`src/hdl/rx_pkg.sv`:
```
package rx_pkg;

    // ------------------------------------------------------------
    // widths with a meaning
    // ------------------------------------------------------------

    // Q in the upper half, I in the lower half
    typedef logic [31:0] sample_t;

    // phase and CFO increment, read as two's complement
    typedef logic [19:0] phase_t;

    typedef logic [31:0] sample_id_t;
    typedef logic [1:0]  n_id_2_t;
    typedef logic [9:0]  n_id_t;
    typedef logic [2:0]  ibar_t;
    typedef logic [7:0]  llr_t;
    typedef logic [1:0]  llr_user_t;
    typedef logic [15:0] missed_t;
    typedef logic [3:0]  reg_addr_t;

    typedef enum logic [1:0] {
        SYNC_SEARCH    = 2'd0,
        SYNC_PSS_FOUND = 2'd1,
        SYNC_LOCKED    = 2'd2
    } sync_state_t;

    // llr channel tag carried by PBCH soft bits
    localparam llr_user_t LLR_USER_PBCH = 2'd1;

    // ------------------------------------------------------------
    // status register map
    // ------------------------------------------------------------
    localparam reg_addr_t REG_STATE      = 4'd0;
    localparam reg_addr_t REG_N_ID_2     = 4'd1;
    localparam reg_addr_t REG_N_ID       = 4'd2;
    localparam reg_addr_t REG_IBAR       = 4'd3;
    localparam reg_addr_t REG_MISSED     = 4'd4;
    localparam reg_addr_t REG_PHASE      = 4'd5;
    localparam reg_addr_t REG_SAMPLE_ID  = 4'd6;
    localparam reg_addr_t REG_FIFO_LEVEL = 4'd7;

endpackage

```
`src/hdl/rx_sync_ctrl.sv`:
```
module rx_sync_ctrl #(
    parameter int MAX_MISSED_SSBS = 3
) (
    input  logic                clk_i,
    input  logic                reset_ni,

    input  logic                pss_valid_i,
    input  rx_pkg::n_id_2_t     n_id_2_i,
    input  logic                n_id_valid_i,
    input  rx_pkg::n_id_t       n_id_i,
    input  rx_pkg::ibar_t       ibar_i,
    input  logic                ssb_tick_i,

    output rx_pkg::sync_state_t state_o,
    output rx_pkg::n_id_2_t     n_id_2_o,
    output rx_pkg::n_id_t       n_id_o,
    output rx_pkg::ibar_t       ibar_o,
    output rx_pkg::missed_t     missed_o,
    output logic                cfo_track_en_o,
    output logic                llr_store_en_o
);
    import rx_pkg::*;

    localparam int RUN_W = $clog2(MAX_MISSED_SSBS + 1);

    sync_state_t      state_q;
    n_id_2_t          n_id_2_q;
    n_id_t            n_id_q;
    ibar_t            ibar_q;
    missed_t          missed_q;
    logic [RUN_W-1:0] run_cnt;
    logic             pss_seen;
    logic             ssb_missed;

    // a PSS arriving in the tick cycle still belongs to that period
    assign ssb_missed = ssb_tick_i && !pss_seen && !pss_valid_i;

    // ------------------------------------------------------------
    // sync FSM and missed-SSB bookkeeping
    // ------------------------------------------------------------
    always_ff @(posedge clk_i) begin
        if (!reset_ni) begin
            state_q  <= SYNC_SEARCH;
            n_id_2_q <= '0;
            n_id_q   <= '0;
            ibar_q   <= '0;
            missed_q <= '0;
            run_cnt  <= '0;
        end else begin
            case (state_q)
                SYNC_SEARCH: begin
                    if (pss_valid_i) begin
                        n_id_2_q <= n_id_2_i;
                        state_q  <= SYNC_PSS_FOUND;
                    end
                end
                SYNC_PSS_FOUND: begin
                    if (n_id_valid_i) begin
                        n_id_q  <= n_id_i;
                        ibar_q  <= ibar_i;
                        state_q <= SYNC_LOCKED;
                    end
                end
                SYNC_LOCKED: begin
                    if (ssb_missed) begin
                        missed_q <= missed_q + 1'b1;
                        if (run_cnt == RUN_W'(MAX_MISSED_SSBS - 1)) begin
                            // too many in a row, start over
                            run_cnt <= '0;
                            state_q <= SYNC_SEARCH;
                        end else begin
                            run_cnt <= run_cnt + 1'b1;
                        end
                    end else if (ssb_tick_i) begin
                        run_cnt <= '0;
                    end
                end
                default: state_q <= SYNC_SEARCH;
            endcase
        end
    end

    // PSS seen within the current SSB period, only tracked while locked
    always_ff @(posedge clk_i) begin
        if (!reset_ni) begin
            pss_seen <= 1'b0;
        end else if (state_q != SYNC_LOCKED || ssb_tick_i) begin
            pss_seen <= 1'b0;
        end else if (pss_valid_i) begin
            pss_seen <= 1'b1;
        end
    end

    assign state_o        = state_q;
    assign n_id_2_o       = n_id_2_q;
    assign n_id_o         = n_id_q;
    assign ibar_o         = ibar_q;
    assign missed_o       = missed_q;
    assign cfo_track_en_o = (state_q != SYNC_SEARCH);
    assign llr_store_en_o = (state_q == SYNC_LOCKED);

endmodule

```
`src/hdl/cfo_phase_tracker.sv`:
```
module cfo_phase_tracker (
    input  logic               clk_i,
    input  logic               reset_ni,

    input  logic               track_en_i,
    input  logic               cfo_manual_i,
    input  logic               cfo_valid_i,
    input  rx_pkg::phase_t     cfo_inc_i,
    input  logic               sample_valid_i,

    output rx_pkg::phase_t     phase_o,
    output rx_pkg::sample_id_t sample_id_o
);
    import rx_pkg::*;

    phase_t     cfo_inc_q;
    phase_t     phase_q;
    sample_id_t sample_id_q;

    // ------------------------------------------------------------
    // increment and phase accumulators
    // ------------------------------------------------------------
    always_ff @(posedge clk_i) begin
        if (!reset_ni) begin
            cfo_inc_q <= '0;
            phase_q   <= '0;
        end else if (cfo_manual_i) begin
            // manual mode, no correction applied
            cfo_inc_q <= '0;
            phase_q   <= '0;
        end else begin
            // estimates are relative to the previous one
            if (cfo_valid_i && track_en_i) begin
                cfo_inc_q <= cfo_inc_q - cfo_inc_i;
            end
            // wraps modulo 2^20
            if (sample_valid_i) begin
                phase_q <= phase_q + cfo_inc_q;
            end
        end
    end

    // running sample id, counts in every mode
    always_ff @(posedge clk_i) begin
        if (!reset_ni) begin
            sample_id_q <= '0;
        end else if (sample_valid_i) begin
            sample_id_q <= sample_id_q + 1'b1;
        end
    end

    assign phase_o     = phase_q;
    assign sample_id_o = sample_id_q;

endmodule

```
`src/hdl/pbch_llr_fifo.sv`:
```
module pbch_llr_fifo #(
    parameter int FIFO_DEPTH   = 16,
    parameter int LINK_CREDITS = 4
) (
    input  logic              clk_i,
    input  logic              reset_ni,

    input  logic              store_en_i,
    input  logic              llr_valid_i,
    input  rx_pkg::llr_t      llr_i,
    input  rx_pkg::llr_user_t llr_user_i,

    input  logic              credit_i,
    output logic              pbch_valid_o,
    output rx_pkg::llr_t      pbch_llr_o,
    output logic [7:0]        level_o
);
    import rx_pkg::*;

    localparam int PTR_W    = (FIFO_DEPTH > 1) ? $clog2(FIFO_DEPTH) : 1;
    localparam int CREDIT_W = $clog2(LINK_CREDITS + 1);

    llr_t                mem [FIFO_DEPTH];
    logic [PTR_W-1:0]    wr_ptr;
    logic [PTR_W-1:0]    rd_ptr;
    logic [7:0]          count;
    logic [CREDIT_W-1:0] credit_cnt;
    logic                full;
    logic                empty;
    logic                push;
    logic                send;

    function automatic logic [PTR_W-1:0] ptr_next(input logic [PTR_W-1:0] ptr);
        return (ptr == PTR_W'(FIFO_DEPTH - 1)) ? '0 : ptr + 1'b1;
    endfunction

    assign full  = (count == 8'(FIFO_DEPTH));
    assign empty = (count == '0);

    // only PBCH soft bits are kept, and only once locked
    assign push = store_en_i && llr_valid_i && (llr_user_i == LLR_USER_PBCH) && !full;
    assign send = !empty && (credit_cnt != '0);

    // ------------------------------------------------------------
    // circular buffer
    // ------------------------------------------------------------
    always_ff @(posedge clk_i) begin
        if (push) begin
            mem[wr_ptr] <= llr_i;
        end
    end

    always_ff @(posedge clk_i) begin
        if (!reset_ni) begin
            wr_ptr <= '0;
            rd_ptr <= '0;
            count  <= '0;
        end else begin
            if (push) begin
                wr_ptr <= ptr_next(wr_ptr);
            end
            if (send) begin
                rd_ptr <= ptr_next(rd_ptr);
            end
            case ({push, send})
                2'b10:   count <= count + 1'b1;
                2'b01:   count <= count - 1'b1;
                default: count <= count;
            endcase
        end
    end

    // ------------------------------------------------------------
    // credit counter and output register
    // ------------------------------------------------------------
    always_ff @(posedge clk_i) begin
        if (!reset_ni) begin
            credit_cnt   <= CREDIT_W'(LINK_CREDITS);
            pbch_valid_o <= 1'b0;
        end else begin
            case ({send, credit_i})
                2'b10:   credit_cnt <= credit_cnt - 1'b1;
                2'b01:   credit_cnt <= credit_cnt + 1'b1;
                default: credit_cnt <= credit_cnt;
            endcase
            pbch_valid_o <= send;
        end
    end

    always_ff @(posedge clk_i) begin
        if (send) begin
            pbch_llr_o <= mem[rd_ptr];
        end
    end

    assign level_o = count;

endmodule

```
`src/hdl/rx_status_regs.sv`:
```
module rx_status_regs (
    input  logic                clk_i,
    input  logic                reset_ni,

    input  logic                rd_en_i,
    input  rx_pkg::reg_addr_t   rd_addr_i,

    input  rx_pkg::sync_state_t state_i,
    input  rx_pkg::n_id_2_t     n_id_2_i,
    input  rx_pkg::n_id_t       n_id_i,
    input  rx_pkg::ibar_t       ibar_i,
    input  rx_pkg::missed_t     missed_i,
    input  rx_pkg::phase_t      phase_i,
    input  rx_pkg::sample_id_t  sample_id_i,
    input  logic [7:0]          level_i,

    output logic                rd_valid_o,
    output logic [31:0]         rd_data_o
);
    import rx_pkg::*;

    logic [31:0] rd_mux;

    // address decode, everything zero-extended
    always_comb begin
        case (rd_addr_i)
            REG_STATE:      rd_mux = 32'(state_i);
            REG_N_ID_2:     rd_mux = 32'(n_id_2_i);
            REG_N_ID:       rd_mux = 32'(n_id_i);
            REG_IBAR:       rd_mux = 32'(ibar_i);
            REG_MISSED:     rd_mux = 32'(missed_i);
            REG_PHASE:      rd_mux = 32'(phase_i);
            REG_SAMPLE_ID:  rd_mux = sample_id_i;
            REG_FIFO_LEVEL: rd_mux = 32'(level_i);
            default:        rd_mux = '0;
        endcase
    end

    // ------------------------------------------------------------
    // one-cycle read response
    // ------------------------------------------------------------
    always_ff @(posedge clk_i) begin
        if (!reset_ni) begin
            rd_valid_o <= 1'b0;
        end else begin
            rd_valid_o <= rd_en_i;
        end
    end

    always_ff @(posedge clk_i) begin
        if (rd_en_i) begin
            rd_data_o <= rd_mux;
        end
    end

endmodule

```
`src/hdl/rx_status_top.sv`:
```
module rx_status_top #(
    parameter int FIFO_DEPTH      = 16,
    parameter int MAX_MISSED_SSBS = 3,
    parameter int LINK_CREDITS    = 4
) (
    input  logic                clk_i,
    input  logic                reset_ni,

    // samples, only the strobe advances the counters
    input  rx_pkg::sample_t     sample_i,
    input  logic                sample_valid_i,

    input  logic                pss_valid_i,
    input  rx_pkg::n_id_2_t     n_id_2_i,
    input  logic                n_id_valid_i,
    input  rx_pkg::n_id_t       n_id_i,
    input  rx_pkg::ibar_t       ibar_i,
    input  logic                ssb_tick_i,

    input  logic                cfo_valid_i,
    input  rx_pkg::phase_t      cfo_inc_i,
    input  logic                cfo_manual_i,

    input  logic                llr_valid_i,
    input  rx_pkg::llr_t        llr_i,
    input  rx_pkg::llr_user_t   llr_user_i,
    input  logic                credit_i,
    output logic                pbch_valid_o,
    output rx_pkg::llr_t        pbch_llr_o,

    input  logic                rd_en_i,
    input  rx_pkg::reg_addr_t   rd_addr_i,
    output logic                rd_valid_o,
    output logic [31:0]         rd_data_o,

    output rx_pkg::sync_state_t sync_state_o
);
    import rx_pkg::*;

    sync_state_t sync_state;
    n_id_2_t     n_id_2;
    n_id_t       n_id;
    ibar_t       ibar;
    missed_t     missed;
    phase_t      phase;
    sample_id_t  sample_id;
    logic [7:0]  fifo_level;
    logic        cfo_track_en;
    logic        llr_store_en;

    // ------------------------------------------------------------
    // control
    // ------------------------------------------------------------
    rx_sync_ctrl #(
        .MAX_MISSED_SSBS(MAX_MISSED_SSBS)
    ) u_rx_sync_ctrl (
        .clk_i          (clk_i),
        .reset_ni       (reset_ni),
        .pss_valid_i    (pss_valid_i),
        .n_id_2_i       (n_id_2_i),
        .n_id_valid_i   (n_id_valid_i),
        .n_id_i         (n_id_i),
        .ibar_i         (ibar_i),
        .ssb_tick_i     (ssb_tick_i),
        .state_o        (sync_state),
        .n_id_2_o       (n_id_2),
        .n_id_o         (n_id),
        .ibar_o         (ibar),
        .missed_o       (missed),
        .cfo_track_en_o (cfo_track_en),
        .llr_store_en_o (llr_store_en)
    );

    // ------------------------------------------------------------
    // datapath
    // ------------------------------------------------------------
    cfo_phase_tracker u_cfo_phase_tracker (
        .clk_i          (clk_i),
        .reset_ni       (reset_ni),
        .track_en_i     (cfo_track_en),
        .cfo_manual_i   (cfo_manual_i),
        .cfo_valid_i    (cfo_valid_i),
        .cfo_inc_i      (cfo_inc_i),
        .sample_valid_i (sample_valid_i),
        .phase_o        (phase),
        .sample_id_o    (sample_id)
    );

    pbch_llr_fifo #(
        .FIFO_DEPTH   (FIFO_DEPTH),
        .LINK_CREDITS (LINK_CREDITS)
    ) u_pbch_llr_fifo (
        .clk_i        (clk_i),
        .reset_ni     (reset_ni),
        .store_en_i   (llr_store_en),
        .llr_valid_i  (llr_valid_i),
        .llr_i        (llr_i),
        .llr_user_i   (llr_user_i),
        .credit_i     (credit_i),
        .pbch_valid_o (pbch_valid_o),
        .pbch_llr_o   (pbch_llr_o),
        .level_o      (fifo_level)
    );

    rx_status_regs u_rx_status_regs (
        .clk_i       (clk_i),
        .reset_ni    (reset_ni),
        .rd_en_i     (rd_en_i),
        .rd_addr_i   (rd_addr_i),
        .state_i     (sync_state),
        .n_id_2_i    (n_id_2),
        .n_id_i      (n_id),
        .ibar_i      (ibar),
        .missed_i    (missed),
        .phase_i     (phase),
        .sample_id_i (sample_id),
        .level_i     (fifo_level),
        .rd_valid_o  (rd_valid_o),
        .rd_data_o   (rd_data_o)
    );

    assign sync_state_o = sync_state;

endmodule

```
`config.mk`:
```
export PLATFORM = sky130hd
export DESIGN_NAME = rx_status_top
export DESIGN_NICKNAME = d
export VERILOG_FILES = /design/src/hdl/rx_pkg.sv /design/src/hdl/rx_sync_ctrl.sv /design/src/hdl/cfo_phase_tracker.sv /design/src/hdl/pbch_llr_fifo.sv /design/src/hdl/rx_status_regs.sv /design/src/hdl/rx_status_top.sv
export SDC_FILE = /design/constraint.sdc
export NUM_CORES = 1
export LEC_CHECK = 0
export BUFFER_PORTS_ARGS = -buffer_cell sky130_fd_sc_hd__buf_2
export CORE_ASPECT_RATIO = 2
export CORE_MARGIN = 5
export CORE_UTILIZATION = 60
export DETAILED_ROUTE_END_ITERATION = 10
export PLACE_DENSITY = 0.91
export REMOVE_ABC_BUFFERS = 1
export SYNTH_ARGS = -nofsm -noshare
export SYNTH_HDL_FRONTEND = slang
export SYNTH_SLANG_ARGS = --single-unit
```
`constraint.sdc`:
```
create_clock -name clk_i -period 8.4 [get_ports clk_i]
set_input_delay 0.84 -clock clk_i [delete_from_list [all_inputs] [get_ports clk_i]]
set_output_delay 0.84 -clock clk_i [all_outputs]
set_load 0.01 [all_outputs]
```
# [Yosys cells after proc, flatten, opt, wreduce, memory -nomap -nowiden]
# Memories as Yosys holds them, arrays and structs flattened. A register that Yosys moved wholly into a read port is not among the register bits.
# Index checks and enable logic that the tools add are counted.
[word_totals] mem_count=1 mem_bits_rw=128 wordCells=95 ff_bits=161 out_inout_bits=44 inputBits=92
[memory_table] name="u_pbch_llr_fifo.mem" depth=16 word_bits=8 rd=1 rd_ports_with_merged_regs=1 wr=1 line_no="pbch_llr_fifo.sv:23" source="llr_t mem [FIFO_DEPTH];"
[op_classes] add_sub_neg=11 n_reduce_logical=27 n_bitwise=1 n_mux=15 n_eq_ne=23
[ops] cell="one-hot mux 32 bit (8 select lines)" n=1
[ops] cell="adder 32 x 1 -> 32 bit, second input constant" n=1
[ops] cell="adder 20 bit" n=1
[ops] cell="subtractor 20 bit" n=1
[ops] cell="adder 16 x 1 -> 16 bit, second input constant" n=1
[ops] cell="== test 4 x 3 -> 1 bit, second input constant" n=4
[ops] cell="one-hot mux 8 bit (2 select lines)" n=1
[ops] cell="two-way mux 2 bit" n=7
[ops] cell="inequality test 2 bit, second input constant" n=5
[ops] cell="adder 4 x 1 -> 4 bit, second input constant" n=2
[ops] cell="adder 8 x 1 -> 8 bit, second input constant" n=1
[ops] cell="== test 2 x 1 -> 1 bit, second input constant" n=4
[ops] cell="== test 2 bit, second input constant" n=4
[ops] cell="== test 4 x 2 -> 1 bit, second input constant" n=2
[ops] cell="== test 4 bit, second input constant" n=2
[ops] cell="== test 8 x 5 -> 1 bit, second input constant" n=1
[ops] cell="logical NOT 8 bit" n=1
[ops] cell="two-way mux 4 bit" n=2
[ops] cell="AND reduction 2 bit" n=4
[ops] cell="nonzero test 2 bit" n=4
[ops] cell="subtractor 8 x 1 -> 8 bit, second input constant" n=1
[ops] cell="logical AND 1 bit" n=7
[ops] cell="one-hot mux 2 bit (3 select lines)" n=1
[ops] cell="one-hot mux 3 bit (2 select lines)" n=1
[ops] cell="13 further kinds" n=18

# [Depth between registers and ports, before layout]
[depth] depth_word=6 depth_mapped=18 depth_no_buf=15

# [Modules after synthesis]
# A second synthesis with hierarchy kept.
[hier_totals] hier_cells=1288 hier_area_um2=14632.8
[modules_own_cells] mod="pbch_llr_fifo" area_each_um2=6541.3 cells_each=396 n_inst=1 seq_area_each_um2=4484.3
[modules_own_cells] mod="cfo_phase_tracker" area_each_um2=4818.4 cells_each=582 n_inst=1 seq_area_each_um2=1441.4
[modules_own_cells] mod="rx_status_regs" area_each_um2=1762.9 cells_each=136 n_inst=1 seq_area_each_um2=980.9
[modules_own_cells] mod="rx_sync_ctrl" area_each_um2=1510.2 cells_each=174 n_inst=1 seq_area_each_um2=720.7

# [Worst setup path before layout]
# No wires, ideal clock.
[synth_timing] kind="reg2reg" from="register u_pbch_llr_fifo.count[1] (netlist: u_pbch_llr_fifo.level_o[1])" to="register u_pbch_llr_fifo.count[4] (netlist: u_pbch_llr_fifo.level_o[4])" required_ps=8329 setup_slack_ps=4623 arrival_time_ps=3707 synth_period_minus_slack_ps=3777 setup_time_ps=71 stages_incl_launch_ff=17 path_cell_list="dfxtp_1 > clkbuf_1 > nor3_1 > nand2_1 > o32ai_1 > inv_1 > ha_1 > clkbuf_1 > clkbuf_1 > xor2_1 > ha_1 > a21oi_1 > o21ai_0 > a221oi_1 > xor2_1 > or3_1 > a21oi_1"
[synth_via] elab_chain_len=5
[synth_rtl] element="start: declaration" line_no="pbch_llr_fifo.sv:26" source="logic [7:0] count;"
[synth_rtl] element="start signal: assignment" line_no="pbch_llr_fifo.sv:66" source="2'b10: count <= count + 1'b1;"
[synth_rtl] element="start signal: assignment" line_no="pbch_llr_fifo.sv:67" source="2'b01: count <= count - 1'b1;"
[synth_rtl] element="start signal: assignment" line_no="pbch_llr_fifo.sv:68" source="default: count <= count;"
[synth_rtl] element="logical NOT 8 bit *" line_no="pbch_llr_fifo.sv:38" source="assign empty = (count == '0);"
[synth_rtl] element="logical NOT 1 bit *" line_no="pbch_llr_fifo.sv:42" source="assign send = !empty && (credit_cnt != '0);"
[synth_rtl] element="logical AND 1 bit *" line_no="pbch_llr_fifo.sv:42"
[synth_rtl] element="via u_pbch_llr_fifo.send" line_no="pbch_llr_fifo.sv:31" source="logic send;"
[synth_rtl] element="== test 2 x 1 -> 1 bit / == test 2 bit (equally long branches)" line_no="pbch_llr_fifo.sv:65" source="case ({push, send})"
[synth_rtl] element="one-hot mux 8 bit (2 select lines) / nonzero test 2 bit (equally long branches)"
# The timed path passes the listed nets; every way through them passes the cells marked *.
# A chain may end at the register's enable or synchronous reset.

# [Worst setup path after layout]
[layout_timing] from="register u_pbch_llr_fifo.count[5] (netlist: u_pbch_llr_fifo.level_o[5])" to="register u_pbch_llr_fifo.count[4] (netlist: u_pbch_llr_fifo.level_o[4])"
# Same word-level chain as after synthesis.

==> summary.md <==
| Metric | Value |
|---|---|
| Status | complete, no violations |
| Synth Area in Compound Gates | 0.09997 |
| Die Wd | 117.5 microns |
| Die ar. | 26440 sq um |
| Final setup fails | 0 |
| Setup bufs post-CTS | 0 |
| Buffers on Ports | 103 |
| Initial antenna violation count | 0 |
| Largest net degree at the start of global routing | 88 |
| Routed wire length | 32.95 mm |
| Critical Path Sink Type | flop |
| Final worst path period need | 4642 ps |
| Final hold vios | 0 |
| Core ar. | 22740 sq um |
| Diodes inserted | 0 |
| Unrepaired setup endpoints after global routing | no |
| Worst-path clk slew | 80 ps |
| Root Driver | clkbuf_16 |
| I/O pins | 136 |
| Worst ir drop on vdd | 0.0002373 V |
| Post-synth EDFFs | 168 |
| Flops & latches, synth | 297 |
| Worst Skew | 22.46 ps |
| CTS buffer count | 24 |
| Antenna viol nets, final | 0 |
| Seq/Total Area, Yosys | 0.5500 |
| Final Core Density | 0.6796 |
| RD Place Congestion | 0.9392 |
| Distinct cells, synth | 71 |
| Max-slew headroom | 0.2884 |
| Leakage | 5.819 nW |
| Worst-Margin Slew | 1063 ps |
| Initial core utilization | 0.6098 |
| Syn_area_per_cell | 11.54 sq um |
| Post-synthesis xor/xnor area fraction | 0.05116 |
| Largest family of logic cells by synthesized area | simple AND/OR/NAND/NOR gates |
| Via count | 9850 |
| Power per Cell Area | 234.3 nW/um^2 |
| Post-Syn Instances | 1202 |
| Yosys Warn Count | 0 |
| DRT iter0 DRCs | 691 |
| Synth async-reset ratio | 0 |
| Multiplexer area fraction after synthesis | 0.08500 |
| Crit path cell chain | nor4_1 > nand2_1 > o32ai_1 > inv_1 > ha_1 > xor2_1 > ha_1 > a21oi_1 > o21ai_0 > a221oi_1 > xor2_1 > or3_1 > a21oi_1 |
| Worst hold-check path type | reg2reg |
| Most frequent cells in the layout | 168 x edfxtp_1, 132 x nand2_1, 127 x dfxtp_1, 110 x nor2_1, 103 x buf_2 |
| Most common cell after layout, fill and taps aside | edfxtp_1 |
| Largest stage delay on the critical path | 610 ps |
| CTS tree | done |
| Row count | 78 |
| Cell area after synthesis | 13870 sq um |
| Global-route wire length before repair | 52.01 mm |
| Cts repair resizes | 0 |
| Top cell family by delay on the critical path | compound AO/OA/AOI/OAI gates |
| Layout fillers | 1576 |
| Clk sinks | 297 |
| Vias in the first global route | 9975 |
| Crit path max-delay cell type | ha_1 |
| Latest clock arrival within the worst-skew pair | 540 ps |
| Synth-to-layout area growth | 11.44% |
| Critical path fanouts, max | 18 |
| Nets | 1426 |
| Ys flop type | edfxtp_1 |
| Simple-gate share of the synthesized area | 0.1390 |
| Kind of critical path | reg2reg |
| CTS H-tree lvls | 1 |
| Number of max-cap violations | 0 |
| Dpl hpwl | 23.91 mm |
| Vias/cell | 6.234 |
| WP buf/inv | 1 |
| Total grt overflow | 0 |
| Adder-cell share of the synthesized area | 0.04854 |
| Register area | 7630 sq um |
| Pins Over Slew Limit | 0 |
| Layout cells sized above 1 | 0.1654 |
| Final TNS setup | 0 ps |
| Multi-input combinational cell area | 5911 sq um |
| DR DRC count | 0 |
| Worst setup SP type | flop |
| Crit share post-route | 0.5526 |
| DRT Pass-1 Iters | 5 |
| Post-CTS Hold Buffers | 0 |
| Die Ht | 225.0 microns |
| WL/cell | 20.85 microns |
| CP arrival | 5100 ps |
| GRT Total Usage | 0.2445 |
| Fmax | 215.4 MHz |
| Clock buffer depth | 3 |
| Required @ worst endpoint | 8860 ps |
## synth_stat cells, types with 9 or more instances
library cell  count  area share
edfxtp_1        168        0.36
nand2_1         132       0.036
dfxtp_1         129        0.19
nor2_1          110       0.030
a21oi_1          68       0.025
xor2_1           50       0.032
ha_1             49       0.044
clkbuf_1         48       0.013
mux4_2           43       0.070
o21ai_0          43       0.016
inv_1            35      0.0095
xnor2_1          31       0.020
nand3_1          29       0.010
mux2i_1          21       0.015
a21o_1           16      0.0087
and2_1           16      0.0072
nor3_1           16      0.0058
and3_1           15      0.0068
nand4_1          14      0.0063
or3_1            14      0.0063
a22oi_1          13      0.0070
a31oi_1          11      0.0050
nand2b_1          9      0.0041
## final cells by class
class,instances,area share
Multi-Input combinational cell,810,0.3825
Tap cell,280,0.02267
Clock buffer,36,0.04987
Sequential cell,297,0.4937
Timing Repair Buffer,113,0.03822
Clock inverter,8,0.004291
Inverter,36,0.008744
## flip-flops by register name, summed over array words and instances (netlist names)
signal,flops
u_pbch_llr_fifo.mem,128
u_pbch_llr_fifo.level_o,8
u_cfo_phase_tracker.phase_o,20
u_rx_status_regs.rd_valid_o,1
u_pbch_llr_fifo.rd_ptr,4
u_rx_sync_ctrl.missed_o,16
u_rx_sync_ctrl.n_id_o,10
u_rx_sync_ctrl.n_id_2_o,2
u_pbch_llr_fifo.wr_ptr,4
u_pbch_llr_fifo.pbch_llr_o,8
u_rx_sync_ctrl.ibar_o,3
u_pbch_llr_fifo.credit_cnt,3
u_cfo_phase_tracker.sample_id_o,32
u_pbch_llr_fifo.pbch_valid_o,1
u_rx_sync_ctrl.pss_seen,1
u_cfo_phase_tracker.cfo_inc_q,20
u_rx_status_regs.rd_data_o,32
u_rx_sync_ctrl.state_o,2
u_rx_sync_ctrl.run_cnt,2
## layer usage
| metal | GRT usage | vias up | wire [microns] |
|---|---|---|---|
| met5 | 0 | - | 0 |
| met4 | 0.1111 | 0 | 1370 |
| met3 | 0.02437 | 82 | 1480 |
| met2 | 0.4976 | 363 | 19160 |
| met1 | 0.2422 | 4863 | 10940 |
| li1 | - | 4542 | - |
## logic make-up after synthesis
family / count (synthesis)
flip-flops: 297
AO/OA/AOI/OAI: 215
AND/OR/NAND/NOR: 398
XOR/XNOR: 81
buffers and inverters: 95
adder cells (fa/ha/maj): 52
multiplexers: 64
## report_power, final
group          internal (mW)  switching (mW)
Clock                  0.658           0.522
Sequential              1.61           0.103
Combinational          0.342           0.383
Total                   2.61            1.01
## worst paths after layout
path | from | to | slack, ps | depth (start not counted)
worst max-delay path | u_pbch_llr_fifo.level_o[5] | u_pbch_llr_fifo.level_o[4] | 3760 | 13
worst min-delay path | u_rx_sync_ctrl.n_id_o[1] | u_rx_sync_ctrl.n_id_o[1] | 460 | 2
worst max register to register | u_pbch_llr_fifo.level_o[5] | u_pbch_llr_fifo.level_o[4] | 3760 | 13
worst min register to register | u_rx_sync_ctrl.n_id_o[1] | u_rx_sync_ctrl.n_id_o[1] | 460 | 2
## tightest hold or removal path: cells and delay by family (launching register included)
family          cells  cell delay (ps)
compound gates      1               50
flops               1              310
simple gates        1               50
## stage by stage
step	worst slack (ps)	cells	power (mW)	area, sq um	hold slack, ps
floorplan	4761	1143	2.236	13640	433.3
CTS	3808	1580	3.629	15450	460.3
global placement	4139	1536	2.410	14620	445.2
detailed placement	3899	1536	2.459	14620	450.5
finish	3758	1580	3.621	15450	458.8
global route	3462	1580	3.765	15450	488.2
Power figures use the tool's default switching activity.
